==> src/source/dhcp_tx_pkg.sv <==
package dhcp_tx_pkg;

  ////////////////////////////////////////
  // Sizes
  ////////////////////////////////////////
  localparam int OPT_LEN        = 16;                       // Bytes per option slot
  localparam int OPT_NUM_TX     = 6;                        // Option slots
  localparam int OPT_TOT_LEN_TX = OPT_NUM_TX * OPT_LEN + 1; // All slots plus END
  localparam int DHCP_HDR_LEN   = 48;                       // Through chaddr, plus cookie
  localparam int UDP_HDR_LEN    = 8;

  // Option codes
  localparam logic [7:0] DHCP_OPT_MSG_TYPE    = 8'd53;
  localparam logic [7:0] DHCP_OPT_REQ_IP      = 8'd50;
  localparam logic [7:0] DHCP_OPT_CLI_ID      = 8'd61;
  localparam logic [7:0] DHCP_OPT_HOSTNAME    = 8'd12;
  localparam logic [7:0] DHCP_OPT_DOMAIN_NAME = 8'd15;
  localparam logic [7:0] DHCP_OPT_FQDN        = 8'd81;
  localparam logic [7:0] DHCP_OPT_PAD         = 8'd0;
  localparam logic [7:0] DHCP_OPT_END         = 8'd255;

  localparam logic [15:0] DHCP_CLI_PORT = 16'd68;
  localparam logic [15:0] DHCP_SRV_PORT = 16'd67;
  localparam logic [47:0] MAC_BROADCAST = 48'hffff_ffff_ffff;

  ////////////////////////////////////////
  // Types
  ////////////////////////////////////////
  typedef struct packed {
    logic [7:0]       op;
    logic [7:0]       htype;
    logic [7:0]       hlen;
    logic [7:0]       hops;
    logic [31:0]      xid;
    logic [15:0]      secs;
    logic [15:0]      flags;
    logic [31:0]      ciaddr;
    logic [31:0]      yiaddr;
    logic [31:0]      siaddr;
    logic [31:0]      giaddr;
    logic [15:0][7:0] chaddr;
    logic [31:0]      cookie; // Magic cookie
  } dhcp_hdr_t;

  // FQDN option body, 14 bytes
  typedef struct packed {
    logic [7:0]              flags;
    logic [7:0]              rcode1;
    logic [7:0]              rcode2;
    logic [OPT_LEN-6:0][7:0] name;
  } fqdn_t;

  typedef union packed {
    logic [OPT_LEN-3:0][7:0] raw;  // Plain bytes, first byte on top
    fqdn_t                   fqdn;
  } opt_payload_u;

  typedef struct packed {
    logic [7:0]   code;
    logic [7:0]   len;
    opt_payload_u payload;
  } opt_slot_in_t;

  typedef struct packed {
    logic                    present;
    logic [OPT_LEN-1:0][7:0] data;
  } opt_slot_t;

  typedef struct packed {
    dhcp_hdr_t             hdr;
    logic [7:0]            msg_type;
    logic [31:0]           req_ip;
    logic [47:0]           cli_id_mac;
    logic [7:0]            fqdn_flags;
    logic [7:0]            rcode1;
    logic [7:0]            rcode2;
    logic [OPT_NUM_TX-1:0] opt_pres;   // Bit i enables slot i
    logic [31:0]           src_ip;
    logic [31:0]           dst_ip;
    logic [15:0]           ipv4_id;
  } dhcp_req_t;

  typedef struct packed {
    logic [15:0] src_port;
    logic [15:0] dst_port;
    logic [15:0] length;
    logic [15:0] cks;
    logic [31:0] src_ip;
    logic [31:0] dst_ip;
    logic [15:0] ipv4_id;
    logic [47:0] dst_mac;
  } udp_meta_t;

  typedef struct packed {
    logic [7:0] dat;
    logic       val;
    logic       sof;
    logic       eof;
  } udp_strm_t;

endpackage
==> src/source/dhcp_tx_top.sv <==
`timescale 1ns/1ps

module dhcp_tx_top #(
  parameter [7:0]                      HOSTNAME_LEN    = 8,
  parameter [7:0]                      DOMAIN_NAME_LEN = 7,
  parameter [7:0]                      FQDN_LEN        = 11,
  parameter [HOSTNAME_LEN-1:0][7:0]    HOSTNAME        = "localnya",
  parameter [DOMAIN_NAME_LEN-1:0][7:0] DOMAIN_NAME     = "nya.com",
  parameter [FQDN_LEN-1:0][7:0]        FQDN            = "www.nya.com"
) (
  input  logic                   clk,
  input  logic                   fsm_rst,
  input  logic                   req_val,
  input  dhcp_tx_pkg::dhcp_req_t req,
  input  logic                   udp_req,
  output logic                   udp_rdy,
  output dhcp_tx_pkg::udp_meta_t udp_meta,
  output dhcp_tx_pkg::udp_strm_t udp_strm,
  output logic                   done
);
  import dhcp_tx_pkg::*;

  opt_slot_in_t [OPT_NUM_TX-1:0]  slot_in;
  opt_slot_t [OPT_NUM_TX-1:0]     slots;
  logic [OPT_NUM_TX-1:0]          opt_pres;
  logic [OPT_NUM_TX-1:0]          slot_val;
  logic                           load;
  logic                           busy;
  logic                           opt_rdy;
  logic [OPT_TOT_LEN_TX-1:0][7:0] opts;
  logic [7:0]                     opt_len;

  dhcp_opt_loader #(
    .HOSTNAME_LEN    (HOSTNAME_LEN),
    .DOMAIN_NAME_LEN (DOMAIN_NAME_LEN),
    .FQDN_LEN        (FQDN_LEN),
    .HOSTNAME        (HOSTNAME),
    .DOMAIN_NAME     (DOMAIN_NAME),
    .FQDN            (FQDN)
  ) u_loader (
    .clk      (clk),
    .fsm_rst  (fsm_rst),
    .req_val  (req_val),
    .req      (req),
    .done     (done),
    .slot_in  (slot_in),
    .opt_pres (opt_pres),
    .load     (load),
    .busy     (busy)
  );

  // Row of option formatters
  for (genvar i = 0; i < OPT_NUM_TX; i++) begin : g_slot
    dhcp_opt_slot u_slot (
      .clk      (clk),
      .fsm_rst  (fsm_rst),
      .load     (load),
      .pres     (opt_pres[i]),
      .slot_in  (slot_in[i]),
      .slot     (slots[i]),
      .slot_val (slot_val[i])
    );
  end

  dhcp_opt_packer u_packer (
    .clk      (clk),
    .fsm_rst  (fsm_rst),
    .slot_val (slot_val),
    .slots    (slots),
    .opts     (opts),
    .opt_len  (opt_len),
    .opt_rdy  (opt_rdy)
  );

  dhcp_tx_serializer u_serializer (
    .clk     (clk),
    .fsm_rst (fsm_rst),
    .load    (req_val),     // Header is only valid with the strobe
    .hdr     (req.hdr),
    .src_ip  (req.src_ip),
    .dst_ip  (req.dst_ip),
    .ipv4_id (req.ipv4_id),
    .opt_rdy (opt_rdy),
    .opts    (opts),
    .opt_len (opt_len),
    .req     (udp_req),
    .rdy     (udp_rdy),
    .meta    (udp_meta),
    .strm    (udp_strm),
    .done    (done)
  );

endmodule

==> src/source/dhcp_tx_serializer.sv <==
`timescale 1ns/1ps

module dhcp_tx_serializer (
  input  logic                                        clk,
  input  logic                                        fsm_rst,
  input  logic                                        load,
  input  dhcp_tx_pkg::dhcp_hdr_t                      hdr,
  input  logic [31:0]                                 src_ip,
  input  logic [31:0]                                 dst_ip,
  input  logic [15:0]                                 ipv4_id,
  input  logic                                        opt_rdy,
  input  logic [dhcp_tx_pkg::OPT_TOT_LEN_TX-1:0][7:0] opts,
  input  logic [7:0]                                  opt_len,
  input  logic                                        req,
  output logic                                        rdy,
  output dhcp_tx_pkg::udp_meta_t                      meta,
  output dhcp_tx_pkg::udp_strm_t                      strm,
  output logic                                        done
);
  import dhcp_tx_pkg::*;

  localparam int PKT_LEN = DHCP_HDR_LEN + OPT_TOT_LEN_TX; // Largest packet

  logic                    rst_int;
  logic                    armed;     // Header for this packet is held
  logic                    hdr_load;
  logic                    send;
  logic [7:0]              byte_cnt;
  logic [7:0]              pkt_last;  // Index of the last byte
  logic [PKT_LEN-1:0][7:0] pkt;       // Next byte always on top

  assign rst_int  = fsm_rst || done;      // Clears itself after the packet
  assign hdr_load = load && !armed;
  assign send     = rdy && req && !strm.eof; // No beat once the last one is out

  ////////////////////////////////////////
  // Control and UDP side
  ////////////////////////////////////////
  always_ff @(posedge clk) begin
    if (rst_int) begin
      armed    <= 1'b0;
      rdy      <= 1'b0;
      done     <= 1'b0;
      byte_cnt <= '0;
      strm     <= '0;
      meta     <= '0;
    end else begin
      strm.val <= send;
      strm.sof <= send && (byte_cnt == 8'd0);
      strm.eof <= send && (byte_cnt == pkt_last);

      if (hdr_load) begin
        armed        <= 1'b1;
        meta.src_ip  <= src_ip;
        meta.dst_ip  <= dst_ip;
        meta.ipv4_id <= ipv4_id;
      end

      if (opt_rdy) begin // Options ready, packet can go
        rdy           <= 1'b1;
        meta.src_port <= DHCP_CLI_PORT;
        meta.dst_port <= DHCP_SRV_PORT;
        meta.length   <= 16'(DHCP_HDR_LEN + UDP_HDR_LEN) + 16'(opt_len);
        meta.cks      <= 16'd0;           // Checksum not computed
        meta.dst_mac  <= MAC_BROADCAST;
      end

      if (send) begin
        strm.dat <= pkt[PKT_LEN-1];
        byte_cnt <= byte_cnt + 8'd1;
      end

      if (strm.eof) begin
        rdy  <= 1'b0;
        done <= 1'b1;
      end
    end
  end

  ////////////////////////////////////////
  // Packet buffer
  ////////////////////////////////////////
  always_ff @(posedge clk) begin
    if (hdr_load) begin
      pkt[PKT_LEN-1 -: DHCP_HDR_LEN] <= hdr;
    end
    if (opt_rdy) begin
      pkt[OPT_TOT_LEN_TX-1:0] <= opts;
      pkt_last                <= 8'(DHCP_HDR_LEN - 1) + opt_len;
    end
    if (send) begin
      pkt <= {pkt[PKT_LEN-2:0], DHCP_OPT_PAD}; // One byte out per request
    end
  end

endmodule

==> src/source/dhcp_opt_packer.sv <==
`timescale 1ns/1ps

module dhcp_opt_packer (
  input  logic                                                      clk,
  input  logic                                                      fsm_rst,
  input  logic [dhcp_tx_pkg::OPT_NUM_TX-1:0]                        slot_val,
  input  dhcp_tx_pkg::opt_slot_t [dhcp_tx_pkg::OPT_NUM_TX-1:0]      slots,
  output logic [dhcp_tx_pkg::OPT_TOT_LEN_TX-1:0][7:0]               opts,
  output logic [7:0]                                                opt_len,
  output logic                                                      opt_rdy
);
  import dhcp_tx_pkg::*;

  opt_slot_t [OPT_NUM_TX-1:0]    proto;     // Slots waiting to be packed
  logic [$clog2(OPT_NUM_TX)-1:0] opt_cnt;
  logic                          shift_opt;
  logic                          start;
  logic                          last_step;
  logic [7:0]                    len_add;

  assign start     = &slot_val; // Every slot has its data
  assign last_step = shift_opt && (opt_cnt == OPT_NUM_TX - 1);

  // Kept slot adds a full record, last step adds END
  always_comb begin
    len_add = proto[OPT_NUM_TX-1].present ? 8'(OPT_LEN) : 8'd0;
    if (last_step) begin
      len_add = len_add + 8'd1;
    end
  end

  ////////////////////////////////////////
  // Shift control
  ////////////////////////////////////////
  always_ff @(posedge clk) begin
    if (fsm_rst) begin
      shift_opt <= 1'b0;
      opt_cnt   <= '0;
      opt_len   <= '0;
      opt_rdy   <= 1'b0;
    end else begin
      opt_rdy <= 1'b0;
      if (start) begin
        shift_opt <= 1'b1;
        opt_cnt   <= '0;
        opt_len   <= '0;
      end else if (shift_opt) begin
        opt_cnt <= opt_cnt + 1'b1;
        opt_len <= opt_len + len_add;
        if (last_step) begin
          shift_opt <= 1'b0;
          opt_rdy   <= 1'b1;
        end
      end
    end
  end

  ////////////////////////////////////////
  // Option bytes
  ////////////////////////////////////////
  // Slots are taken from the last one down, each kept slot pushed in on top.
  // END is seeded on top at start and so ends up right below the kept slots
  always_ff @(posedge clk) begin
    if (start) begin
      proto <= slots;
      opts  <= {DHCP_OPT_END, {(OPT_TOT_LEN_TX-1){DHCP_OPT_PAD}}};
    end else if (shift_opt) begin
      proto[OPT_NUM_TX-1:1] <= proto[OPT_NUM_TX-2:0];
      if (proto[OPT_NUM_TX-1].present) begin
        opts <= {proto[OPT_NUM_TX-1].data, opts[OPT_TOT_LEN_TX-1:OPT_LEN]};
      end
    end
  end

endmodule

==> src/source/dhcp_opt_slot.sv <==
`timescale 1ns/1ps

module dhcp_opt_slot (
  input  logic                      clk,
  input  logic                      fsm_rst,
  input  logic                      load,
  input  logic                      pres,
  input  dhcp_tx_pkg::opt_slot_in_t slot_in,
  output dhcp_tx_pkg::opt_slot_t    slot,
  output logic                      slot_val
);
  import dhcp_tx_pkg::*;

  localparam logic [7:0] LEN_MAX = 8'(OPT_LEN - 2); // Code and length take two bytes

  logic [7:0]              len_clamp;
  logic [OPT_LEN-1:0][7:0] data_nxt;

  assign len_clamp = (slot_in.len > LEN_MAX) ? LEN_MAX : slot_in.len;

  // Code, length, payload bytes, then PAD
  always_comb begin
    data_nxt[OPT_LEN-1] = slot_in.code;
    data_nxt[OPT_LEN-2] = len_clamp;
    for (int i = 0; i < OPT_LEN - 2; i++) begin
      data_nxt[OPT_LEN-3-i] = (i < int'(len_clamp)) ?
                              slot_in.payload.raw[OPT_LEN-3-i] : DHCP_OPT_PAD;
    end
  end

  always_ff @(posedge clk) begin
    if (fsm_rst) begin
      slot_val <= 1'b0;
    end else begin
      slot_val <= load; // Pulse follows the load strobe
    end
  end

  always_ff @(posedge clk) begin
    if (load) begin
      slot.present <= pres;
      slot.data    <= data_nxt;
    end
  end

endmodule

==> src/source/dhcp_opt_loader.sv <==
`timescale 1ns/1ps

module dhcp_opt_loader #(
  parameter [7:0]                      HOSTNAME_LEN    = 8,
  parameter [7:0]                      DOMAIN_NAME_LEN = 7,
  parameter [7:0]                      FQDN_LEN        = 11,
  parameter [HOSTNAME_LEN-1:0][7:0]    HOSTNAME        = "localnya",
  parameter [DOMAIN_NAME_LEN-1:0][7:0] DOMAIN_NAME     = "nya.com",
  parameter [FQDN_LEN-1:0][7:0]        FQDN            = "www.nya.com"
) (
  input  logic                                                   clk,
  input  logic                                                   fsm_rst,
  input  logic                                                   req_val,
  input  dhcp_tx_pkg::dhcp_req_t                                 req,
  input  logic                                                   done,
  output dhcp_tx_pkg::opt_slot_in_t [dhcp_tx_pkg::OPT_NUM_TX-1:0] slot_in,
  output logic [dhcp_tx_pkg::OPT_NUM_TX-1:0]                     opt_pres,
  output logic                                                   load,
  output logic                                                   busy
);
  import dhcp_tx_pkg::*;

  localparam int PL_TOP = OPT_LEN - 3; // First payload byte in the raw view

  opt_slot_in_t [OPT_NUM_TX-1:0] slot_nxt;
  logic                          rst_int;
  logic                          accept;

  assign rst_int = fsm_rst || done;   // Back to idle after each packet
  assign accept  = req_val && !busy;  // Strobes during a packet are dropped

  // Slot inputs, one option per slot
  always_comb begin
    for (int i = 0; i < OPT_NUM_TX; i++) begin
      slot_nxt[i].payload.raw = {(OPT_LEN-2){DHCP_OPT_PAD}};
    end

    slot_nxt[0].code                = DHCP_OPT_MSG_TYPE;
    slot_nxt[0].len                 = 8'd1;
    slot_nxt[0].payload.raw[PL_TOP] = req.msg_type;

    slot_nxt[1].code                     = DHCP_OPT_REQ_IP;
    slot_nxt[1].len                      = 8'd4;
    slot_nxt[1].payload.raw[PL_TOP -: 4] = req.req_ip;

    // Client id is hardware type then MAC
    slot_nxt[2].code                         = DHCP_OPT_CLI_ID;
    slot_nxt[2].len                          = 8'd7;
    slot_nxt[2].payload.raw[PL_TOP]          = 8'd1;
    slot_nxt[2].payload.raw[PL_TOP-1 -: 6]   = req.cli_id_mac;

    slot_nxt[3].code                                = DHCP_OPT_HOSTNAME;
    slot_nxt[3].len                                 = HOSTNAME_LEN;
    slot_nxt[3].payload.raw[PL_TOP -: HOSTNAME_LEN] = HOSTNAME;

    slot_nxt[4].code                                   = DHCP_OPT_DOMAIN_NAME;
    slot_nxt[4].len                                    = DOMAIN_NAME_LEN;
    slot_nxt[4].payload.raw[PL_TOP -: DOMAIN_NAME_LEN] = DOMAIN_NAME;

    // FQDN goes through the structured view
    slot_nxt[5].code                                     = DHCP_OPT_FQDN;
    slot_nxt[5].len                                      = 8'(FQDN_LEN + 3);
    slot_nxt[5].payload.fqdn.flags                       = req.fqdn_flags;
    slot_nxt[5].payload.fqdn.rcode1                      = req.rcode1;
    slot_nxt[5].payload.fqdn.rcode2                      = req.rcode2;
    slot_nxt[5].payload.fqdn.name[OPT_LEN-6 -: FQDN_LEN] = FQDN;
  end

  always_ff @(posedge clk) begin
    if (rst_int) begin
      busy <= 1'b0;
      load <= 1'b0;
    end else begin
      load <= accept; // One-cycle strobe to the slots
      if (accept) begin
        busy <= 1'b1;
      end
    end
  end

  always_ff @(posedge clk) begin
    if (accept) begin
      slot_in  <= slot_nxt;
      opt_pres <= req.opt_pres;
    end
  end

endmodule

==> config.mk <==
export PLATFORM = sky130hd
export DESIGN_NAME = dhcp_tx_top
export DESIGN_NICKNAME = d
export VERILOG_FILES = /design/src/source/dhcp_tx_pkg.sv /design/src/source/dhcp_tx_top.sv /design/src/source/dhcp_tx_serializer.sv /design/src/source/dhcp_opt_packer.sv /design/src/source/dhcp_opt_slot.sv /design/src/source/dhcp_opt_loader.sv
export SDC_FILE = /design/constraint.sdc
export NUM_CORES = 2
export LEC_CHECK = 0
export ABC_AREA = 1
export BUFFER_PORTS_ARGS = -buffer_cell sky130_fd_sc_hd__buf_4
export CAP_MARGIN = 10
export CORE_ASPECT_RATIO = 1.1
export CORE_MARGIN = 3
export CORE_UTILIZATION = 59
export CTS_CLUSTER_DIAMETER = 120
export DETAILED_ROUTE_END_ITERATION = 10
export PLACE_DENSITY = 0.83
export RECOVER_POWER = 50
export SLEW_MARGIN = 20
export SYNTH_ARGS = -nofsm -noshare
export SYNTH_HDL_FRONTEND = slang
export SYNTH_SLANG_ARGS = --single-unit
==> constraint.sdc <==
create_clock -name clk -period 26.7 [get_ports clk]
set_input_delay 4.005 -clock clk [delete_from_list [all_inputs] [get_ports clk]]
set_output_delay 4.005 -clock clk [all_outputs]
set_load 0.05 [all_outputs]
After elaboration in Yosys (flattened, before gate mapping)
Index checks and enable logic that the tools add are counted. Widths: inputs -> output; s select.

Bits in registers: 2971. Latch bits: 0. Memory bits (writable): 0. ROM bits: 0. Input port bits: 586. Output and inout port bits: 205. Logic and storage cells: 416. Memories: 0.

Add/subtract/negate cells: 6. Multiply operators: 0. Div/mod/pow operators: 0. $lt $le $gt $ge: 0. Eq/ne operators: 2. Shifts and indexed selects: 0. Mux-type cells: 11. Bitwise logic cells: 1. Reductions and logical operators: 19.

Operators with widths (count): $mux 645 (2); $mux 1160 (1); $mux 776 (1); $mux 384 (1); $add 8x1->8 const B (2); $add 6x8->9 const A (1); $add 6x8->8 const A (1); $add 8x8->8 (1); $eq 8x8->1 (1); $logic_not 8->1 (1); $mux 8 (1); $logic_and 1x1->1 (7); $reduce_bool 2->1 (3); $mux 5 (1); $mux 1 (4); $reduce_or 2->1 (2); $add 3x1->3 const B (1); $eq 3x3->1 const B (1); $logic_not 1->1 (3); $reduce_or 3->1 (1); $reduce_and 2->1 (1); $logic_or 1x1->1 (1); $not 1->1 (1).

Logic depth before layout (Yosys ltp)
Word-level depth: 5. Mapped depth: 12. Mapped depth without buffers: 12.

By module
Synthesis repeated with hierarchy kept, for this count alone.

Cells, all modules: 16740. Area total of the unflattened synthesis: 159217.7 um2.

By module, submodules not included: dhcp_opt_packer (times used 1, cells each 7926, area each 64993.6 um2); dhcp_tx_serializer (times used 1, cells each 5657, area each 55738.5 um2); dhcp_opt_slot (times used 6, cells each 395, area each 4988.5 um2); dhcp_opt_loader (times used 1, cells each 787, area each 8554.5 um2).

Worst setup path before layout
Ideal clock, no wire load.

Path kind: input-to-reg. Start: in udp_req. End: reg u_serializer.pkt[100] (netlist name) (enable). Library setup time: 1.108 ns. Arrival time: 19.267 ns. Data required time: 25.592 ns. Setup slack: 6.325 ns. Cell stages on the path: 5. Cell sequence: nand2_1 > nor2_2 > buf_2 > nor2_1 > inv_1.

Word-level cells in the longest chain between the ends: 3.

RTL lines: start: declaration (line dhcp_tx_top.sv:15) `input logic udp_req,`; $logic_and 1x1->1 (2 in a row) (line dhcp_tx_serializer.sv:34) `assign send = rdy && req && !strm.eof;`; $reduce_bool 2->1 (no line); end signal: indexed assignment (line dhcp_tx_serializer.sv:85) `pkt[PKT_LEN-1 -: DHCP_HDR_LEN] <= hdr;`; end signal: indexed assignment (line dhcp_tx_serializer.sv:88) `pkt[OPT_TOT_LEN_TX-1:0] <= opts;`; end signal: assignment (line dhcp_tx_serializer.sv:92) `pkt <= {pkt[PKT_LEN-2:0], DHCP_OPT_PAD};`; end: declaration (line dhcp_tx_serializer.sv:30) `logic [PKT_LEN-1:0][7:0] pkt;`.

No other way between the ends. A chain may end at the register's enable or synchronous reset.

Final worst setup path
Start: in udp_req. End: reg u_serializer.pkt[680] (netlist name), data pin.

Word-level cells in the longest chain between the ends: 3.

RTL lines: $logic_and 1x1->1 (2 in a row) (line dhcp_tx_serializer.sv:34); $mux 1160 (line dhcp_tx_serializer.sv:91) `if (send) begin`.

No other way between the ends.

==> reports/results.ini <==
[routing]
drtIter0Drc = 6634
dr.pass1.iters = 6
vias_per_cell = 5.568
routedWlPerCell_um = 20.95
via_count = 55751
route.detailed.drc = 0
wl_um = 209800
antenna_left = 0

[cells_and_area]
final_common_cell = nand2_1
seqCellArea_sq_mm = 0.06207
fillers = 9860
final_cell_mix = nand2_1, edfxtp_1, nor2_1, dfxtp_1, buf_4
drive_gt1_frac = 0.1330
finalNonFillerCells = 10013
num-nets-final = 8501
multi_input_area_sq_mm = 0.01946
syn2layout_area_growth_pct = 14.34

[global_route]
grt_pass1_vias = 52940
antenna_found_initial = 27
overflow = 0
grt_pass1_wl_um = 310900
grt_start_max_net_pins = 203
grt_usage = 0.2722

[worst_hold_path]
min_from = u_loader.opt_pres[2]
whs_path_depth = 0
hold_path.class = reg2reg
whs_endpoint = g_slot[2].u_slot.slot[128]

[logic_synthesis]
synth-edff-count = 1691
synth_warnings = 0
ys_types = 30
synth-main-ff-cell = edfxtp_1
synth_seq_area_share = 0.7265
synth_area_per_cell_sq_um = 11.53
syn_area_sq_mm = 0.08544
postSynthCellCount = 7408
ys_ff_latch = 2255
async_flop_share = 0

[pwr]
p_leak_uw = 0.03997
power_density_mw_per_mm2 = 77.12
pwr-share-comb = 0.056
switchingPower_uw = 1738
p_seq_frac = 0.550
power.share.clock = 0.394
peakVddDrop_mv = 0.06724
internal-power_uw = 5796
swShare = 0.2307

[job]
maxCapViolations = 26

[cts]
cts_root_buf = clkbuf_16
cts_resized = 0
clk_pin_slew_ps = 60
cts_hold_buf = 0
cts_buffers = 207
clkLatencyLatePin_ps = 860
cts_max_level = 4
cts_tree = done
cts.sinks = 2255
cts_setup_buffers = 0
cts_max_path_buffers = 3

[setup_path]
crit_required_ps = 27320
worstSetupStartpointType = input port
slowest_stage = clkbuf_1
arrival_ps = 16420
reg2reg_slack_ps = 13550
worst-path-max-fanout = 141
path_class = in2reg
max_stage_delay_ps = 4650
worst_r2r_endpoint = u_serializer.pkt[680]
r2r-start = u_serializer.strm[0]
cp.depth = 8
cp-end-kind = flip-flop
r2r_cells = 6
crit_chain = clkbuf_1 > nand2_1 > nor2_1 > nor2_1 > clkbuf_1 > clkbuf_1 > nand2_1 > nand2_1
critPathTopFamily = buffers and inverters
cp_num_buf_inv = 3

[timing]
timing.hold.ws_ps = 401.6
min_period_ps = 15800
relSlewSlack = -3.301
tightest_slew_ps = 6451
clock_skew_ps = 66.43
finalCritPeriodShare = 0.5917
slew_violations = 2206
rsz0062_at_grt = false
setup_viol = 0
tns_ps = 0
timing.fmax_mhz = 63.29
final_hold_viol_count = 0

[place]
gp_congestion = 0.9026
place_hpwl_um = 134500
io_buffers = 740
dp_cells = 9605

[floorplanning]
die_y_um = 405.1
dieWidth_um = 368.8
die-area_sq_mm = 0.1494
core_sq_mm = 0.1430
rows = 145
start_util = 0.5976
ios = 791

[outcome]
outcome = finished with violations
violations = max-capacitance violations, max-slew violations

routing by layer:
| layer | global-route usage | up-vias | wire, um |
|---|---|---|---|
| met5 | 0 | - | 60 |
| met4 | 0.1151 | 8 | 9094 |
| met3 | 0.05563 | 401 | 18460 |
| met2 | 0.4417 | 2517 | 102900 |
| met1 | 0.3605 | 27088 | 79290 |
| li1 | - | 25737 | - |
how the worst max path moves through the flow:
stage                       endpoint  slack, ps  startpoint
2_1_floorplan  u_serializer.pkt[100]       6330     udp_req
3_3_place_gp   u_serializer.pkt[706]      17410     udp_req
3_5_place_dp   u_serializer.pkt[707]      17320     udp_req
4_1_cts        u_serializer.pkt[707]      18210     udp_req
5_1_grt        u_serializer.pkt[549]       9990     udp_req
6_report       u_serializer.pkt[680]      10900     udp_req
registers in the layout, summed over array words and instances, names as in the netlist, 3 cells and up:
signal,count
u_loader.opt_pres,6
u_packer.opts,428
u_serializer.byte_cnt,8
g_slot.u_slot.slot,118
u_loader.slot_in,112
u_serializer.pkt_last,8
u_serializer.strm,11
u_packer.proto,295
u_packer.opt_cnt,3
u_packer.opt_len,8
u_serializer.pkt,1160
u_serializer.meta,90
logic make-up after synthesis:
family,after synthesis,synth area share
flip-flops,2255,0.7265
multiplexers,1,0.0001172
AO/OA/AOI/OAI,969,0.07498
other,1,0.00004389
AND/OR/NAND/NOR,3272,0.1471
XOR/XNOR,16,0.001640
adder cells (fa/ha/maj),11,0.001611
buffers and inverters,883,0.04800
through the flow:
step | utilization | instance area, sq um | setup WS [ps] | power, uW
2_1_floorplan | - | 85620 | 6325 | 4440
3_5_place_dp | 0.6384 | 91260 | 17320 | 4625
5_1_grt | 0.6833 | 97690 | 9985 | 7770
3_3_place_gp | 0.6384 | 91260 | 17410 | 4594
6_report | 0.6834 | 97690 | 10900 | 7534
4_1_cts | 0.6870 | 98220 | 18210 | 7564
worst reg2reg max path, delay by kind of cell, from the launching register on:
| family | cells | cell delay, ps |
|---|---|---|
| buf+inv | 2 | 7370 |
| flops | 1 | 620 |
| simple gates | 4 | 4970 |
power by group through the flow:
stage / registers [uW] / logic (uW) / clock network [uW]
detailed placement: 4210 / 420 / 0
global placement: 4190 / 403 / 0
floorplan: 4190 / 245 / 0
CTS: 4130 / 427 / 3000
global route: 4160 / 469 / 3140
finish: 4140 / 421 / 2970
synthesized netlist by cell type, types with 23 or more instances:
cell type / instances / area share
nand2_1: 2010 / 0.088
edfxtp_1: 1691 / 0.59
nor2_1: 1133 / 0.050
dfxtp_1: 564 / 0.13
o21ai_0: 444 / 0.026
a22o_1: 407 / 0.042
inv_1: 325 / 0.014
buf_2: 284 / 0.017
clkbuf_1: 147 / 0.0065
buf_4: 111 / 0.0098
a21oi_1: 107 / 0.0063
or2_2: 93 / 0.0068
nand3_1: 23 / 0.0013
cell type report:
type	count	area share
Clock inverter	112	0.01267
Tap cell	1911	0.02447
Clock buffer	281	0.05857
Inverter	328	0.01270
Multi-Input combinational cell	4319	0.1992
Sequential cell	2255	0.6354
Timing Repair Buffer	793	0.05663
Antenna cell	14	0.0003586
Power figures use the tool's default switching activity.
